--- src/hw/proc_ctrl_macros.svh ---
//--------------------------------------------------------------------------
// Widths, manager CSR numbers and casez match patterns for the
// instruction subset handled by the control unit
//--------------------------------------------------------------------------
`ifndef PROC_CTRL_MACROS_SVH
`define PROC_CTRL_MACROS_SVH

`define PROC_XLEN   32
`define PROC_REG_AW 5
`define PROC_CSR_W  12

// Manager CSR numbers
`define PROC_CSR_PROC2MNGR 12'h7c0
`define PROC_CSR_MNGR2PROC 12'hfc0

// Match patterns; nop is addi x0, x0, 0 and must be tried before addi
`define PROC_INST_NOP  32'b0000000_00000_00000_000_00000_0010011
`define PROC_INST_ADD  32'b0000000_?????_?????_000_?????_0110011
`define PROC_INST_SUB  32'b0100000_?????_?????_000_?????_0110011
`define PROC_INST_AND  32'b0000000_?????_?????_111_?????_0110011
`define PROC_INST_OR   32'b0000000_?????_?????_110_?????_0110011
`define PROC_INST_XOR  32'b0000000_?????_?????_100_?????_0110011
`define PROC_INST_SLT  32'b0000000_?????_?????_010_?????_0110011
`define PROC_INST_SLTU 32'b0000000_?????_?????_011_?????_0110011
`define PROC_INST_SRA  32'b0100000_?????_?????_101_?????_0110011
`define PROC_INST_SRL  32'b0000000_?????_?????_101_?????_0110011
`define PROC_INST_SLL  32'b0000000_?????_?????_001_?????_0110011
`define PROC_INST_ADDI 32'b????????????_?????_000_?????_0010011
`define PROC_INST_LW   32'b????????????_?????_010_?????_0000011
`define PROC_INST_BNE  32'b???????_?????_?????_001_?????_1100011
`define PROC_INST_CSRR 32'b????????????_00000_010_?????_1110011
`define PROC_INST_CSRW 32'b????????????_?????_001_00000_1110011

`endif

--- src/hw/proc_ctrl_pkg.sv ---
//--------------------------------------------------------------------------
// Instruction word views, decode enums and control word structs
//--------------------------------------------------------------------------
`include "proc_ctrl_macros.svh"

package proc_ctrl_pkg;

  // One instruction word, read as R-type or as I-type with a CSR number
  typedef union packed {
    struct packed {
      logic [6:0]              funct7;
      logic [`PROC_REG_AW-1:0] rs2;
      logic [`PROC_REG_AW-1:0] rs1;
      logic [2:0]              funct3;
      logic [`PROC_REG_AW-1:0] rd;
      logic [6:0]              opcode;
    } r_view;
    struct packed {
      logic [`PROC_CSR_W-1:0]  csr_imm;
      logic [`PROC_REG_AW-1:0] rs1;
      logic [2:0]              funct3;
      logic [`PROC_REG_AW-1:0] rd;
      logic [6:0]              opcode;
    } i_view;
  } inst_word_u;

  typedef enum logic [0:0] { br_none = 1'b0, br_bne = 1'b1 } br_type_e;

  // Operand 2 mux in D
  typedef enum logic [1:0] { op2_rf = 2'd0, op2_imm = 2'd1, op2_mngr = 2'd2 } op2_sel_e;

  typedef enum logic [2:0] {
    imm_i = 3'd0, imm_s = 3'd1, imm_b = 3'd2, imm_u = 3'd3, imm_j = 3'd4
  } imm_type_e;

  // ALU encodings; cp0 and cp1 pass operand 1 or operand 2 through
  typedef enum logic [3:0] {
    alu_add = 4'd0, alu_sub = 4'd1, alu_and = 4'd2, alu_or = 4'd3,
    alu_xor = 4'd4, alu_slt = 4'd5, alu_sltu = 4'd6, alu_sra = 4'd7,
    alu_srl = 4'd8, alu_sll = 4'd9, alu_cp0 = 4'd11, alu_cp1 = 4'd12
  } alu_fn_e;

  typedef enum logic [1:0] { mem_none = 2'd0, mem_load = 2'd1, mem_store = 2'd2 } mem_req_e;

  // Writeback mux in M
  typedef enum logic [0:0] { wb_alu = 1'b0, wb_mem = 1'b1 } wb_sel_e;

  // Decoded D-stage control, carried down the back end
  typedef struct packed {
    logic                    inst_val;
    br_type_e                br_type;
    imm_type_e               imm_type;
    logic                    rs1_en;
    op2_sel_e                op2_sel;
    logic                    rs2_en;
    alu_fn_e                 alu_fn;
    mem_req_e                mem_req;
    wb_sel_e                 wb_sel;
    logic                    rf_wen_pending;
    logic                    proc2mngr_req;
    logic                    mngr2proc_req;
    logic [`PROC_REG_AW-1:0] rf_waddr;
  } decode_t;

  // Pending destination of one back-end stage
  typedef struct packed {
    logic                    val;
    logic                    rf_wen_pending;
    logic [`PROC_REG_AW-1:0] waddr;
  } dest_t;

  typedef struct packed {
    logic       reg_en;
    logic [1:0] pc_sel;
  } dpath_f_t;

  typedef struct packed {
    logic      reg_en;
    op2_sel_e  op2_sel;
    imm_type_e imm_type;
  } dpath_d_t;

  typedef struct packed {
    logic                    reg_en_x;
    alu_fn_e                 alu_fn_x;
    logic                    reg_en_m;
    wb_sel_e                 wb_sel_m;
    logic                    reg_en_w;
    logic [`PROC_REG_AW-1:0] rf_waddr_w;
    logic                    rf_wen_w;
  } dpath_xmw_t;

endpackage

--- src/hw/back_end_ctrl.sv ---
//--------------------------------------------------------------------------
// X, M and W pipeline registers, branch resolution, data memory and
// proc2mngr handshakes, writeback and commit
//--------------------------------------------------------------------------
`timescale 1ns/1ps

module back_end_ctrl (
  input  logic                      clk,
  input  logic                      reset,
  input  logic                      next_val_d,
  input  proc_ctrl_pkg::decode_t    dec_d,
  input  logic                      br_cond_eq_x,
  input  logic                      dmemreq_rdy,
  input  logic                      dmemresp_val,
  input  logic                      proc2mngr_rdy,
  output logic                      back_stall,
  output logic                      osquash_x,
  output logic                      pc_redirect,
  output proc_ctrl_pkg::dest_t      dest_x,
  output proc_ctrl_pkg::dest_t      dest_m,
  output proc_ctrl_pkg::dest_t      dest_w,
  output logic                      dmemreq_val,
  output logic                      dmemresp_rdy,
  output logic                      proc2mngr_val,
  output proc_ctrl_pkg::dpath_xmw_t ctrl_xmw,
  output logic                      commit_inst
);

  logic                   val_x;
  logic                   val_m;
  logic                   val_w;
  proc_ctrl_pkg::decode_t dec_x;
  proc_ctrl_pkg::decode_t dec_m;
  proc_ctrl_pkg::decode_t dec_w;
  logic                   mem_x;
  logic                   mem_m;
  logic                   ostall_x;
  logic                   ostall_m;
  logic                   ostall_w;
  logic                   stall_x;
  logic                   stall_m;
  logic                   stall_w;
  logic                   next_val_x;
  logic                   next_val_m;
  logic                   rf_wen_w;

  //------------------------------------------------------------------------
  // Stall chain where each stage also waits on everything ahead of it
  //------------------------------------------------------------------------
  assign mem_x    = dec_x.mem_req != proc_ctrl_pkg::mem_none;
  assign mem_m    = dec_m.mem_req != proc_ctrl_pkg::mem_none;
  assign ostall_x = val_x && mem_x && !dmemreq_rdy;
  assign ostall_m = val_m && mem_m && !dmemresp_val;
  assign ostall_w = val_w && dec_w.proc2mngr_req && !proc2mngr_rdy;

  assign stall_w    = ostall_w;
  assign stall_m    = val_m && (ostall_m || ostall_w);
  assign stall_x    = val_x && (ostall_x || ostall_m || ostall_w);
  assign back_stall = ostall_x || ostall_m || ostall_w;

  // A stalled stage hands a bubble forward
  assign next_val_x = val_x && !stall_x;
  assign next_val_m = val_m && !stall_m;

  //------------------------------------------------------------------------
  // Pipeline registers
  //------------------------------------------------------------------------
  always_ff @(posedge clk) begin
    if (reset) begin
      val_x <= 1'b0;
      val_m <= 1'b0;
      val_w <= 1'b0;
    end else begin
      if (!stall_x) val_x <= next_val_d;
      if (!stall_m) val_m <= next_val_x;
      if (!stall_w) val_w <= next_val_m;
    end
  end

  // Decoded payload is only meaningful under the valid bits
  always_ff @(posedge clk) begin
    if (!stall_x) dec_x <= dec_d;
    if (!stall_m) dec_m <= dec_x;
    if (!stall_w) dec_w <= dec_m;
  end

  //------------------------------------------------------------------------
  // X stage bne resolution and data memory request
  //------------------------------------------------------------------------
  assign pc_redirect = val_x && (dec_x.br_type == proc_ctrl_pkg::br_bne) && !br_cond_eq_x;
  // Squash once only, not again while X is held
  assign osquash_x   = pc_redirect && !stall_x;
  assign dmemreq_val = val_x && !stall_x && mem_x;

  // M and W handshakes, write enable and commit
  assign dmemresp_rdy  = val_m && !stall_m && mem_m;
  assign proc2mngr_val = val_w && !stall_w && dec_w.proc2mngr_req;
  assign rf_wen_w      = val_w && dec_w.rf_wen_pending;
  assign commit_inst   = val_w && !stall_w;

  // Destinations seen by the hazard check in D
  assign dest_x = '{val: val_x, rf_wen_pending: dec_x.rf_wen_pending, waddr: dec_x.rf_waddr};
  assign dest_m = '{val: val_m, rf_wen_pending: dec_m.rf_wen_pending, waddr: dec_m.rf_waddr};
  assign dest_w = '{val: val_w, rf_wen_pending: dec_w.rf_wen_pending, waddr: dec_w.rf_waddr};

  assign ctrl_xmw = '{reg_en_x: !stall_x, alu_fn_x: dec_x.alu_fn,
                      reg_en_m: !stall_m, wb_sel_m: dec_m.wb_sel,
                      reg_en_w: !stall_w, rf_waddr_w: dec_w.rf_waddr,
                      rf_wen_w: rf_wen_w};

  // An issued load has nothing stalling X, so it reaches M next cycle
  a_dmemreq_moves: assert property (@(posedge clk) disable iff (reset)
    dmemreq_val |-> !stall_x ##1 val_m);

  // A proc2mngr write commits only together with the manager taking it
  a_commit_valid: assert property (@(posedge clk) disable iff (reset)
    commit_inst |-> val_w && (!dec_w.proc2mngr_req || proc2mngr_rdy));

endmodule

--- src/hw/decode_ctrl.sv ---
//--------------------------------------------------------------------------
// D-stage valid bit, D stall and mngr2proc handshake
//--------------------------------------------------------------------------
`timescale 1ns/1ps
`include "proc_ctrl_macros.svh"

module decode_ctrl (
  input  logic                       clk,
  input  logic                       reset,
  input  logic                       next_val_f,
  input  proc_ctrl_pkg::inst_word_u  inst_d,
  input  logic                       back_stall,
  input  logic                       osquash_x,
  input  proc_ctrl_pkg::dest_t       dest_x,
  input  proc_ctrl_pkg::dest_t       dest_m,
  input  proc_ctrl_pkg::dest_t       dest_w,
  input  logic                       mngr2proc_val,
  output logic                       front_stall,
  output logic                       mngr2proc_rdy,
  output logic                       next_val_d,
  output proc_ctrl_pkg::decode_t     dec_d,
  output proc_ctrl_pkg::dpath_d_t    ctrl_d
);

  logic [`PROC_REG_AW-1:0] rs1;
  logic [`PROC_REG_AW-1:0] rs2;
  logic                    raw_stall;
  logic                    val_d;
  logic                    ostall_mngr_d;
  logic                    ostall_d;
  logic                    stall_d;
  logic                    squash_d;
  logic                    reg_en_d;

  inst_decoder u_inst_decoder (
    .inst (inst_d),
    .dec  (dec_d),
    .rs1  (rs1),
    .rs2  (rs2)
  );

  hazard_unit u_hazard_unit (
    .rs1       (rs1),
    .rs2       (rs2),
    .rs1_en    (dec_d.rs1_en),
    .rs2_en    (dec_d.rs2_en),
    .dest_x    (dest_x),
    .dest_m    (dest_m),
    .dest_w    (dest_w),
    .raw_stall (raw_stall)
  );

  assign reg_en_d = !stall_d || squash_d;

  always_ff @(posedge clk) begin
    if (reset) begin
      val_d <= 1'b0;
    end else if (reg_en_d) begin
      val_d <= next_val_f;
    end
  end

  // csrr waits here for manager data
  assign ostall_mngr_d = dec_d.mngr2proc_req && !mngr2proc_val;
  assign ostall_d      = val_d && (raw_stall || ostall_mngr_d);
  assign stall_d       = val_d && (ostall_d || back_stall);
  assign squash_d      = val_d && osquash_x;
  assign front_stall   = ostall_d || back_stall;

  // Take manager data only when the csrr really leaves D
  assign mngr2proc_rdy = val_d && !stall_d && !squash_d && dec_d.mngr2proc_req;

  // Undecoded words leave D as a bubble
  assign next_val_d = val_d && !stall_d && !squash_d && dec_d.inst_val;

  assign ctrl_d = '{reg_en: reg_en_d, op2_sel: dec_d.op2_sel, imm_type: dec_d.imm_type};

  // No stall cause may be active while manager data is taken
  a_mngr_no_stall: assert property (@(posedge clk) disable iff (reset)
    mngr2proc_rdy |-> mngr2proc_val && !raw_stall && !back_stall);

endmodule

--- src/hw/fetch_ctrl.sv ---
//--------------------------------------------------------------------------
// F-stage valid bit, PC select and instruction memory handshake
//--------------------------------------------------------------------------
`timescale 1ns/1ps

module fetch_ctrl (
  input  logic                    clk,
  input  logic                    reset,
  input  logic                    front_stall,
  input  logic                    osquash_x,
  input  logic                    pc_redirect,
  input  logic                    imemresp_val,
  output logic                    imemreq_val,
  output logic                    imemresp_rdy,
  output logic                    imemresp_drop,
  output logic                    next_val_f,
  output proc_ctrl_pkg::dpath_f_t ctrl_f
);

  logic val_f;
  logic ostall_f;
  logic stall_f;
  logic squash_f;
  logic reg_en_f;

  // A squash overrides a stall so the redirected fetch can go out
  assign reg_en_f = !stall_f || squash_f;

  always_ff @(posedge clk) begin
    if (reset) begin
      val_f <= 1'b0;
    end else if (reg_en_f) begin
      val_f <= 1'b1;
    end
  end

  assign ostall_f = val_f && !imemresp_val;
  assign stall_f  = val_f && (ostall_f || front_stall);
  assign squash_f = val_f && osquash_x;

  // Request goes out ahead of F and never while reset is high
  assign imemreq_val   = reg_en_f && !reset;
  assign imemresp_rdy  = reg_en_f;
  assign imemresp_drop = squash_f;

  assign next_val_f = val_f && !stall_f && !squash_f;

  // pc_sel 1 is the branch target, 0 is pc + 4
  assign ctrl_f = '{reg_en: reg_en_f, pc_sel: pc_redirect ? 2'd1 : 2'd0};

  // A dropped response always goes with a redirect to the branch target
  a_drop_valid: assert property (@(posedge clk) disable iff (reset)
    imemresp_drop |-> val_f && pc_redirect);

endmodule

--- src/hw/hazard_unit.sv ---
//--------------------------------------------------------------------------
// RAW hazard check of D sources against X, M and W destinations
//--------------------------------------------------------------------------
`timescale 1ns/1ps
`include "proc_ctrl_macros.svh"

module hazard_unit (
  input  logic [`PROC_REG_AW-1:0] rs1,
  input  logic [`PROC_REG_AW-1:0] rs2,
  input  logic                    rs1_en,
  input  logic                    rs2_en,
  input  proc_ctrl_pkg::dest_t    dest_x,
  input  proc_ctrl_pkg::dest_t    dest_m,
  input  proc_ctrl_pkg::dest_t    dest_w,
  output logic                    raw_stall
);

  logic [5:0] hits;

  // One source against one stage, x0 is never a real dependence
  function automatic logic raw_hit(
    input logic [`PROC_REG_AW-1:0] src,
    input logic                    en,
    input proc_ctrl_pkg::dest_t    dest
  );
    raw_hit = en && dest.val && dest.rf_wen_pending
              && (src == dest.waddr) && (dest.waddr != '0);
  endfunction

  // No bypass paths, so a hit holds D until the writer leaves W
  assign hits = {raw_hit(rs1, rs1_en, dest_x),
                 raw_hit(rs1, rs1_en, dest_m),
                 raw_hit(rs1, rs1_en, dest_w),
                 raw_hit(rs2, rs2_en, dest_x),
                 raw_hit(rs2, rs2_en, dest_m),
                 raw_hit(rs2, rs2_en, dest_w)};

  assign raw_stall = |hits;

  // Register zero never causes a stall
  a_no_x0_stall: assert final (!raw_stall || (rs1_en && rs1 != '0) || (rs2_en && rs2 != '0));

endmodule

--- src/hw/inst_decoder.sv ---
//--------------------------------------------------------------------------
// D-stage decode table and manager CSR decode
//--------------------------------------------------------------------------
`timescale 1ns/1ps
`include "proc_ctrl_macros.svh"

module inst_decoder (
  input  proc_ctrl_pkg::inst_word_u inst,
  output proc_ctrl_pkg::decode_t    dec,
  output logic [`PROC_REG_AW-1:0]   rs1,
  output logic [`PROC_REG_AW-1:0]   rs2
);

  logic [`PROC_XLEN-1:0]  word;
  logic [`PROC_CSR_W-1:0] csr;
  logic                   is_csrr;
  logic                   is_csrw;

  // Raw word for the match table, fields from the two views
  assign word = inst;
  assign rs1  = inst.r_view.rs1;
  assign rs2  = inst.r_view.rs2;
  assign csr  = inst.i_view.csr_imm;

  always_comb begin
    // Start as a register-register op, each row patches what differs
    dec                = '0;
    dec.inst_val       = 1'b1;
    dec.rs1_en         = 1'b1;
    dec.rs2_en         = 1'b1;
    dec.op2_sel        = proc_ctrl_pkg::op2_rf;
    dec.alu_fn         = proc_ctrl_pkg::alu_add;
    dec.rf_wen_pending = 1'b1;
    dec.rf_waddr       = inst.r_view.rd;
    is_csrr            = 1'b0;
    is_csrw            = 1'b0;
    casez (word)
      `PROC_INST_NOP: begin
        dec.rs1_en         = 1'b0;
        dec.rs2_en         = 1'b0;
        dec.rf_wen_pending = 1'b0;
      end
      // Register-register arithmetic, logic and shifts
      `PROC_INST_ADD:  dec.alu_fn = proc_ctrl_pkg::alu_add;
      `PROC_INST_SUB:  dec.alu_fn = proc_ctrl_pkg::alu_sub;
      `PROC_INST_AND:  dec.alu_fn = proc_ctrl_pkg::alu_and;
      `PROC_INST_OR:   dec.alu_fn = proc_ctrl_pkg::alu_or;
      `PROC_INST_XOR:  dec.alu_fn = proc_ctrl_pkg::alu_xor;
      `PROC_INST_SLT:  dec.alu_fn = proc_ctrl_pkg::alu_slt;
      `PROC_INST_SLTU: dec.alu_fn = proc_ctrl_pkg::alu_sltu;
      `PROC_INST_SRA:  dec.alu_fn = proc_ctrl_pkg::alu_sra;
      `PROC_INST_SRL:  dec.alu_fn = proc_ctrl_pkg::alu_srl;
      `PROC_INST_SLL:  dec.alu_fn = proc_ctrl_pkg::alu_sll;
      `PROC_INST_ADDI: begin
        dec.rs2_en   = 1'b0;
        dec.op2_sel  = proc_ctrl_pkg::op2_imm;
        dec.imm_type = proc_ctrl_pkg::imm_i;
      end
      // Address is rs1 + imm, result comes from the memory response
      `PROC_INST_LW: begin
        dec.rs2_en   = 1'b0;
        dec.op2_sel  = proc_ctrl_pkg::op2_imm;
        dec.imm_type = proc_ctrl_pkg::imm_i;
        dec.mem_req  = proc_ctrl_pkg::mem_load;
        dec.wb_sel   = proc_ctrl_pkg::wb_mem;
      end
      `PROC_INST_BNE: begin
        dec.br_type        = proc_ctrl_pkg::br_bne;
        dec.imm_type       = proc_ctrl_pkg::imm_b;
        dec.rf_wen_pending = 1'b0;
      end
      // csrr takes manager data on operand 2
      `PROC_INST_CSRR: begin
        dec.rs1_en  = 1'b0;
        dec.rs2_en  = 1'b0;
        dec.op2_sel = proc_ctrl_pkg::op2_mngr;
        dec.alu_fn  = proc_ctrl_pkg::alu_cp1;
        is_csrr     = 1'b1;
      end
      `PROC_INST_CSRW: begin
        dec.rs2_en         = 1'b0;
        dec.alu_fn         = proc_ctrl_pkg::alu_cp0;
        dec.rf_wen_pending = 1'b0;
        is_csrw            = 1'b1;
      end
      default: dec = '0;
    endcase
    // Only the two manager CSRs are known
    dec.proc2mngr_req = is_csrw && (csr == `PROC_CSR_PROC2MNGR);
    dec.mngr2proc_req = is_csrr && (csr == `PROC_CSR_MNGR2PROC);
  end

endmodule

--- src/hw/proc_ctrl.sv ---
//--------------------------------------------------------------------------
// Pipeline control top, joins the F, D and back-end controllers
//--------------------------------------------------------------------------
`timescale 1ns/1ps

module proc_ctrl (
  input  logic                      clk,
  input  logic                      reset,
  // Instruction memory
  output logic                      imemreq_val,
  input  logic                      imemreq_rdy,
  input  logic                      imemresp_val,
  output logic                      imemresp_rdy,
  output logic                      imemresp_drop,
  // Data memory
  output logic                      dmemreq_val,
  input  logic                      dmemreq_rdy,
  input  logic                      dmemresp_val,
  output logic                      dmemresp_rdy,
  // Manager ports
  input  logic                      mngr2proc_val,
  output logic                      mngr2proc_rdy,
  output logic                      proc2mngr_val,
  input  logic                      proc2mngr_rdy,
  // Datapath status and control
  input  proc_ctrl_pkg::inst_word_u inst_d,
  input  logic                      br_cond_eq_x,
  output proc_ctrl_pkg::dpath_f_t   ctrl_f,
  output proc_ctrl_pkg::dpath_d_t   ctrl_d,
  output proc_ctrl_pkg::dpath_xmw_t ctrl_xmw,
  output logic                      commit_inst
);

  // imemreq_rdy is not needed here: a refused fetch shows up as a
  // missing response and stalls F
  logic                   front_stall;
  logic                   back_stall;
  logic                   osquash_x;
  logic                   pc_redirect;
  logic                   next_val_f;
  logic                   next_val_d;
  proc_ctrl_pkg::decode_t dec_d;
  proc_ctrl_pkg::dest_t   dest_x;
  proc_ctrl_pkg::dest_t   dest_m;
  proc_ctrl_pkg::dest_t   dest_w;

  fetch_ctrl u_fetch_ctrl (
    .clk (clk), .reset (reset), .front_stall (front_stall), .osquash_x (osquash_x),
    .pc_redirect (pc_redirect), .imemresp_val (imemresp_val), .imemreq_val (imemreq_val),
    .imemresp_rdy (imemresp_rdy), .imemresp_drop (imemresp_drop),
    .next_val_f (next_val_f), .ctrl_f (ctrl_f)
  );

  decode_ctrl u_decode_ctrl (
    .clk (clk), .reset (reset), .next_val_f (next_val_f), .inst_d (inst_d),
    .back_stall (back_stall), .osquash_x (osquash_x), .dest_x (dest_x),
    .dest_m (dest_m), .dest_w (dest_w), .mngr2proc_val (mngr2proc_val),
    .front_stall (front_stall), .mngr2proc_rdy (mngr2proc_rdy),
    .next_val_d (next_val_d), .dec_d (dec_d), .ctrl_d (ctrl_d)
  );

  back_end_ctrl u_back_end_ctrl (
    .clk (clk), .reset (reset), .next_val_d (next_val_d), .dec_d (dec_d),
    .br_cond_eq_x (br_cond_eq_x), .dmemreq_rdy (dmemreq_rdy),
    .dmemresp_val (dmemresp_val), .proc2mngr_rdy (proc2mngr_rdy),
    .back_stall (back_stall), .osquash_x (osquash_x), .pc_redirect (pc_redirect),
    .dest_x (dest_x), .dest_m (dest_m), .dest_w (dest_w), .dmemreq_val (dmemreq_val),
    .dmemresp_rdy (dmemresp_rdy), .proc2mngr_val (proc2mngr_val),
    .ctrl_xmw (ctrl_xmw), .commit_inst (commit_inst)
  );

endmodule

--- config.mk ---
export PLATFORM = sky130hd
export DESIGN_NAME = proc_ctrl
export DESIGN_NICKNAME = d
export VERILOG_FILES = /design/src/hw/proc_ctrl_pkg.sv /design/src/hw/back_end_ctrl.sv /design/src/hw/decode_ctrl.sv /design/src/hw/fetch_ctrl.sv /design/src/hw/hazard_unit.sv /design/src/hw/inst_decoder.sv /design/src/hw/proc_ctrl.sv
export VERILOG_INCLUDE_DIRS = /design/src /design/src/hw
export SDC_FILE = /design/constraint.sdc
export NUM_CORES = 1
export LEC_CHECK = 0
export ABC_AREA = 1
export BUFFER_PORTS_ARGS = -buffer_cell sky130_fd_sc_hd__clkbuf_2
export CAP_MARGIN = 0
export CORE_AREA = 2 2 99 101
export DETAILED_ROUTE_END_ITERATION = 6
export DIE_AREA = 0 0 101 103
export HOLD_SLACK_MARGIN = 0.03
export PLACE_DENSITY = 0.62
export SLEW_MARGIN = 5
export SYNTH_ARGS = -nofsm -noshare
export SYNTH_HDL_FRONTEND = slang
export SYNTH_HIERARCHICAL = 1
export SYNTH_SLANG_ARGS = --single-unit
export TNS_END_PERCENT = 50
--- constraint.sdc ---
create_clock -name clk -period 6.9 [get_ports clk]
set_input_delay 1.725 -clock clk [delete_from_list [all_inputs] [get_ports clk]]
set_output_delay 1.725 -clock clk [all_outputs]
set_load 0.05 [all_outputs]
---- After elaboration in Yosys (flattened, before gate mapping) ----
Cells that the tools add are included.
operators by class
  reduce and logical (&&, ||, !) cells .... 93
  muxes and demuxes ....................... 22
  equality and inequality tests ........... 24
operator list
  cell                                                   number
  equality test 17 x 10 -> 1 bit, second input constant  4
  logical AND 1 bit                                      58
  one-hot mux 4 bit (10 select lines)                    1
  equality test 17 x 16 -> 1 bit, second input constant  2
  equality test 17 x 9 -> 1 bit, second input constant   2
  equality test 32 x 5 -> 1 bit, second input constant   1
  equality test 5 bit                                    6
  equality test 17 x 6 -> 1 bit, second input constant   1
  equality test 17 x 8 -> 1 bit, second input constant   1
  equality test 15 x 13 -> 1 bit, second input constant  1
  equality test 15 x 9 -> 1 bit, second input constant   1
  nonzero test 5 bit                                     3
  zero test 1 bit                                        14
  equality test 12 x 11 -> 1 bit, second input constant  1
  equality test 12 bit, second input constant            1
  OR reduction 11 bit                                    1
  equality test 10 x 5 -> 1 bit, second input constant   1
  equality test 10 x 8 -> 1 bit, second input constant   1
  equality test 10 x 9 -> 1 bit, second input constant   1
  two-way mux 1 bit                                      10
  two-way mux 5 bit                                      2
  OR reduction 10 bit                                    1
  logical OR 1 bit                                       8
  two-way mux 2 bit                                      4
  other kinds (9)                                        13
storage, ports and cells
  register bits ........................... 37
  logic and storage cells ................. 159
  input port bits ......................... 41
  output and inout port bits .............. 31

---- Logic depth before layout (Yosys ltp) ----
  word-level depth ........................ 17
  mapped depth ............................ 26

---- Hierarchy ----
Netlist, hierarchy kept.
by module, submodules not included
  module         area an instance (µm²)  sequential area each (µm²)  cells each  instances
  back_end_ctrl  1456.4                  1021.0                      106         1
  inst_decoder   864.6                   0.0                         165         1
  hazard_unit    613.1                   0.0                         153         1
  decode_ctrl    161.4                   20.0                        24          1
  fetch_ctrl     110.1                   20.0                        18          1

---- Least setup slack after synthesis ----
OpenSTA, ideal clock, no wires.
  path type ............................... in2out
  start ................................... in inst_d[27] (netlist bit)
  end ..................................... out ctrl_f[2] (netlist bit)
  stages .................................. 22
  arrival ................................. 3.921 ns
  setup slack ............................. 1.254 ns
  cells stage by stage .................... nor2_2 nand2_2 nand3b_1 a21oi_4 nor2_4 nand3_2 inv_1 nand2_1 nand3_1 a21oi_1 nand3_1 nand2_1 nand2_1 nand3_2 inv_2 nand2_1 nand2_2 nand2_4 inv_2 nand2_2 nand2_1 buf_4
RTL lines
  item             line             source
  start, declared  proc_ctrl.sv:26  input proc_ctrl_pkg::inst_word_u inst_d,
  end, declared    proc_ctrl.sv:28  output proc_ctrl_pkg::dpath_f_t ctrl_f,

==> reports/metrics.csv <==
metric;value;unit
status;finished clean;
compound-gate portion of the synthesized area;2.81;%
syn_area_per_cell;6.88;um2
number of post-CTS setup repair buffers;0;
Total Die Area;10400;um2
num rows;36;
final worst slack;1.09;ns
Port-buffer cells;67;
pre-CTS setup slack;1.08;ns
leak pwr;0.00183;uW
RR Endpoint;u_decode_ctrl/val_d;
worst reg-to-reg path cell count;8;
Core Footprint;9460;um2
clock buffers created by TritonCTS;5;
Die W;101;um
CTS tree;built;
via count of the first global-routing pass;2515;
average wire per cell in the routed design;11.7;um
Remaining DRCs;0;
Sinks on Clock Net;37;
starting DRC count in detailed routing;104;
sum of negative setup slack;0;ns
number of cells produced by synthesis;466;
flop-to-flop setup slack;5.02;ns
RSZ-0062 raised after global routing;false;
total standard cell area after synthesis;3210;um2
synthesis-stage register bit count;37;
beginning of the worst register-to-register path;u_back_end_ctrl/dec_w[6];
RD Place Congestion;0.863;
Final period util;84.2;%
number of levels in the clock H-tree;2;
multiplexer fraction of the synthesized cell area;0;%
hold path start;u_back_end_ctrl/dec_m[6];
total congestion overflow;0;
buffer type at the clock tree root;sky130_fd_sc_hd__clkbuf_8;
post-DR vias/cell;4.36;
ratio of cells with drive above 1 in the final layout;28.3;%
antenna violations before repair;0;
router iterations before antenna repair;4;
sequential-to-total area share from yosys stat;33.1;%
clock transition time at the flip-flop clock pins of the worst setup and hold paths;0.07;ns
Final setup violation count;0;
number of max-cap violations;0;
worst vdd rail ir drop;0.0807;mV
hold crit path type;flop to flop;
height of the die;103;um
count of warnings emitted by yosys;6;
worst rel slew slack;48.3;%
residual antenna-violating net count after detailed routing;0;
count of hold-fix buffers inserted at cts;0;
kind of start point of the critical path;primary input;
data required time of the worst path;5.18;ns
WP data arrival;4.08;ns
final count of hold timing violations;0;
area overhead of the layout relative to synthesis;6.32;%
via count of the routed design;2619;
combinational family with the most area after synthesis;simple AND/OR/NAND/NOR gates;
number of distinct library cells after synthesis;27;
fraction of the mapped netlist area in adder cells;0;%
Post-Synth XOR/XNOR Area;0.273;%
maximum fanout along the worst path;5;
simple-gate share of the synthesized area;40.8;%
WS Path Type;primary input to primary output;
Critical Path Sink Type;primary output;
wire length of the first global-routing pass;11600;um
placed wire-length estimate after detailed placement;5790;um
effective utilization at floorplan;33.9;%
number of nets in the finished design;527;
Worst Hold Depth;0;
Setup Skew;0.00685;ns
top achievable clock speed;172;MHz
pin count of the biggest net entering global routing;16;
number of antenna repair diodes;0;
IO Count;72;
total count of max-transition violations in the final report;0;
Worst Max-Slew Pin Slew;0.769;ns
wire length reported by the detailed router;7010;um
pwr/cell area;155;nW/um2
post-cts gate resize count;0;
final critical path time including I/O delays and setup;5.81;ns
Overall Global Routing Usage;14.3;%
deepest clock path buffer count;2;
Clock Latency Late Sink;0.29;ns
Hold Path Sink;u_back_end_ctrl/dec_w[6];
==> worst max path at each step <==
stage,from,endpoint,slack [ns]
final,inst_d[2],ctrl_f[2],1.09
after floorplan,inst_d[27],ctrl_f[2],1.25
after global routing,inst_d[26],imemresp_rdy,0.85
after detailed placement,inst_d[2],ctrl_f[2],1.08
after CTS,inst_d[2],ctrl_f[2],1.07
after global placement,inst_d[2],imemresp_rdy,1.12
==> placed cells by master, fill, tap and decap left out, types with 2 or more instances in the layout <==
master,Yosys,layout
sky130_fd_sc_hd__nand3_1,23,23
sky130_fd_sc_hd__bufinv_16,0,2
sky130_fd_sc_hd__edfxtp_1,32,32
sky130_fd_sc_hd__nor2_2,14,14
sky130_fd_sc_hd__nand3_4,3,3
sky130_fd_sc_hd__nand2_2,13,13
sky130_fd_sc_hd__dfxtp_1,5,5
sky130_fd_sc_hd__nand2_1,138,138
sky130_fd_sc_hd__nor2_1,56,56
sky130_fd_sc_hd__clkbuf_2,0,67
sky130_fd_sc_hd__inv_1,67,67
sky130_fd_sc_hd__inv_2,14,14
sky130_fd_sc_hd__a21oi_2,3,3
sky130_fd_sc_hd__nand4_1,4,4
sky130_fd_sc_hd__nand2_4,5,5
sky130_fd_sc_hd__nor3_1,8,8
sky130_fd_sc_hd__nor2_4,6,6
sky130_fd_sc_hd__a21oi_1,6,6
sky130_fd_sc_hd__nand3_2,2,2
sky130_fd_sc_hd__conb_1,2,4
sky130_fd_sc_hd__o21ai_0,2,2
sky130_fd_sc_hd__clkbuf_8,0,5
==> final cells by class <==
| class | count | area, um2 |
|---|---|---|
| Clock buffer | 5 | 68.8 |
| Inverter | 82 | 309 |
| Sequential cell | 37 | 1060 |
| Fill cell | 1032 | 6050 |
| Clock inverter | 3 | 68.8 |
| Timing Repair Buffer | 67 | 335 |
| Multi-Input combinational cell | 293 | 1420 |
| Tap cell | 114 | 143 |
==> cell families after synthesis <==
kind of cell           after synthesis
AO/OA/AOI/OAI                       13
XOR/XNOR                             1
buffers and inverters              138
flip-flops                          37
other                                2
AND/OR/NAND/NOR                    275
==> critical path: stages <==
cell,delay (ns)
sky130_fd_sc_hd__clkbuf_2,0.09
sky130_fd_sc_hd__inv_1,0.04
sky130_fd_sc_hd__nand2_1,0.04
sky130_fd_sc_hd__nor2_1,0.24
sky130_fd_sc_hd__nand3_4,0.16
sky130_fd_sc_hd__inv_2,0.11
sky130_fd_sc_hd__nand2_4,0.05
sky130_fd_sc_hd__nand2_4,0.07
sky130_fd_sc_hd__nor2_4,0.06
sky130_fd_sc_hd__nand3_2,0.07
sky130_fd_sc_hd__inv_1,0.05
sky130_fd_sc_hd__nand2_1,0.13
sky130_fd_sc_hd__nand3_1,0.10
sky130_fd_sc_hd__a21oi_1,0.18
sky130_fd_sc_hd__nand3_1,0.10
sky130_fd_sc_hd__nand2_1,0.06
sky130_fd_sc_hd__nand2_1,0.06
sky130_fd_sc_hd__nand3_2,0.07
sky130_fd_sc_hd__inv_2,0.03
sky130_fd_sc_hd__nand2_1,0.07
sky130_fd_sc_hd__nand2_2,0.07
sky130_fd_sc_hd__nand2_4,0.08
sky130_fd_sc_hd__inv_2,0.03
sky130_fd_sc_hd__nand2_2,0.08
sky130_fd_sc_hd__nand2_1,0.07
sky130_fd_sc_hd__clkbuf_2,0.24
==> synth_stat cells <==
library cell,count,area (um2)
sky130_fd_sc_hd__a21oi_1,6,30.0
sky130_fd_sc_hd__a21oi_2,3,26.3
sky130_fd_sc_hd__a21oi_4,1,16.3
sky130_fd_sc_hd__buf_4,56,420
sky130_fd_sc_hd__clkinv_2,1,5.00
sky130_fd_sc_hd__conb_1,2,7.51
sky130_fd_sc_hd__dfxtp_1,5,100
sky130_fd_sc_hd__edfxtp_1,32,961
sky130_fd_sc_hd__inv_1,67,251
sky130_fd_sc_hd__inv_2,14,52.6
sky130_fd_sc_hd__nand2_1,138,518
sky130_fd_sc_hd__nand2_2,13,81.3
sky130_fd_sc_hd__nand2_4,5,56.3
sky130_fd_sc_hd__nand3_1,23,115
sky130_fd_sc_hd__nand3_2,2,20.0
sky130_fd_sc_hd__nand3_4,3,52.6
sky130_fd_sc_hd__nand3b_1,1,7.51
sky130_fd_sc_hd__nand4_1,4,25.0
sky130_fd_sc_hd__nand4_4,1,21.3
sky130_fd_sc_hd__nor2_1,56,210
sky130_fd_sc_hd__nor2_2,14,87.6
sky130_fd_sc_hd__nor2_4,6,67.6
sky130_fd_sc_hd__nor3_1,8,40.0
sky130_fd_sc_hd__nor4_1,1,6.26
sky130_fd_sc_hd__o211ai_1,1,7.51
sky130_fd_sc_hd__o21ai_0,2,10.0
sky130_fd_sc_hd__xor2_1,1,8.76
==> through the flow <==
step	hold slack [ns]	cell area, um2	std cells	util [%]	power [uW]
after floorplan	0.400	3210	468	-	290
after global placement	0.408	3270	593	34.6	305
after detailed placement	0.407	3270	593	34.6	306
after CTS	0.426	3410	601	36.0	537
after global routing	0.430	3410	601	36.0	555
final	0.423	3410	601	36.0	530
==> metal layers <==
metal | part of all wire, % | GRT usage [%]
met4 | 1.5 | 4.68
met3 | 4.2 | 2.85
met5 | 0 | 0
met2 | 48 | 24.3
met1 | 46 | 18.2
==> flip-flops by register name, summed over array words and instances, names as in the netlist <==
name / cells
u_fetch_ctrl/val_f: 1
u_back_end_ctrl/val_x: 1
u_back_end_ctrl/val_w: 1
u_decode_ctrl/val_d: 1
u_back_end_ctrl/dest_x: 6
u_back_end_ctrl/dec_w: 1
u_back_end_ctrl/ctrl_xmw: 10
u_back_end_ctrl/dest_w: 1
u_back_end_ctrl/dec_x: 5
u_back_end_ctrl/dest_m: 6
u_back_end_ctrl/val_m: 1
u_back_end_ctrl/dec_m: 3
==> power by group <==
part / switching [uW] / total [uW] / internal [uW]
registers: 1.05 / 242 / 241
clock network: 82.9 / 228 / 146
logic: 39.7 / 59.3 / 19.6
total: 124 / 530 / 406
Power figures use the tool's default switching activity.
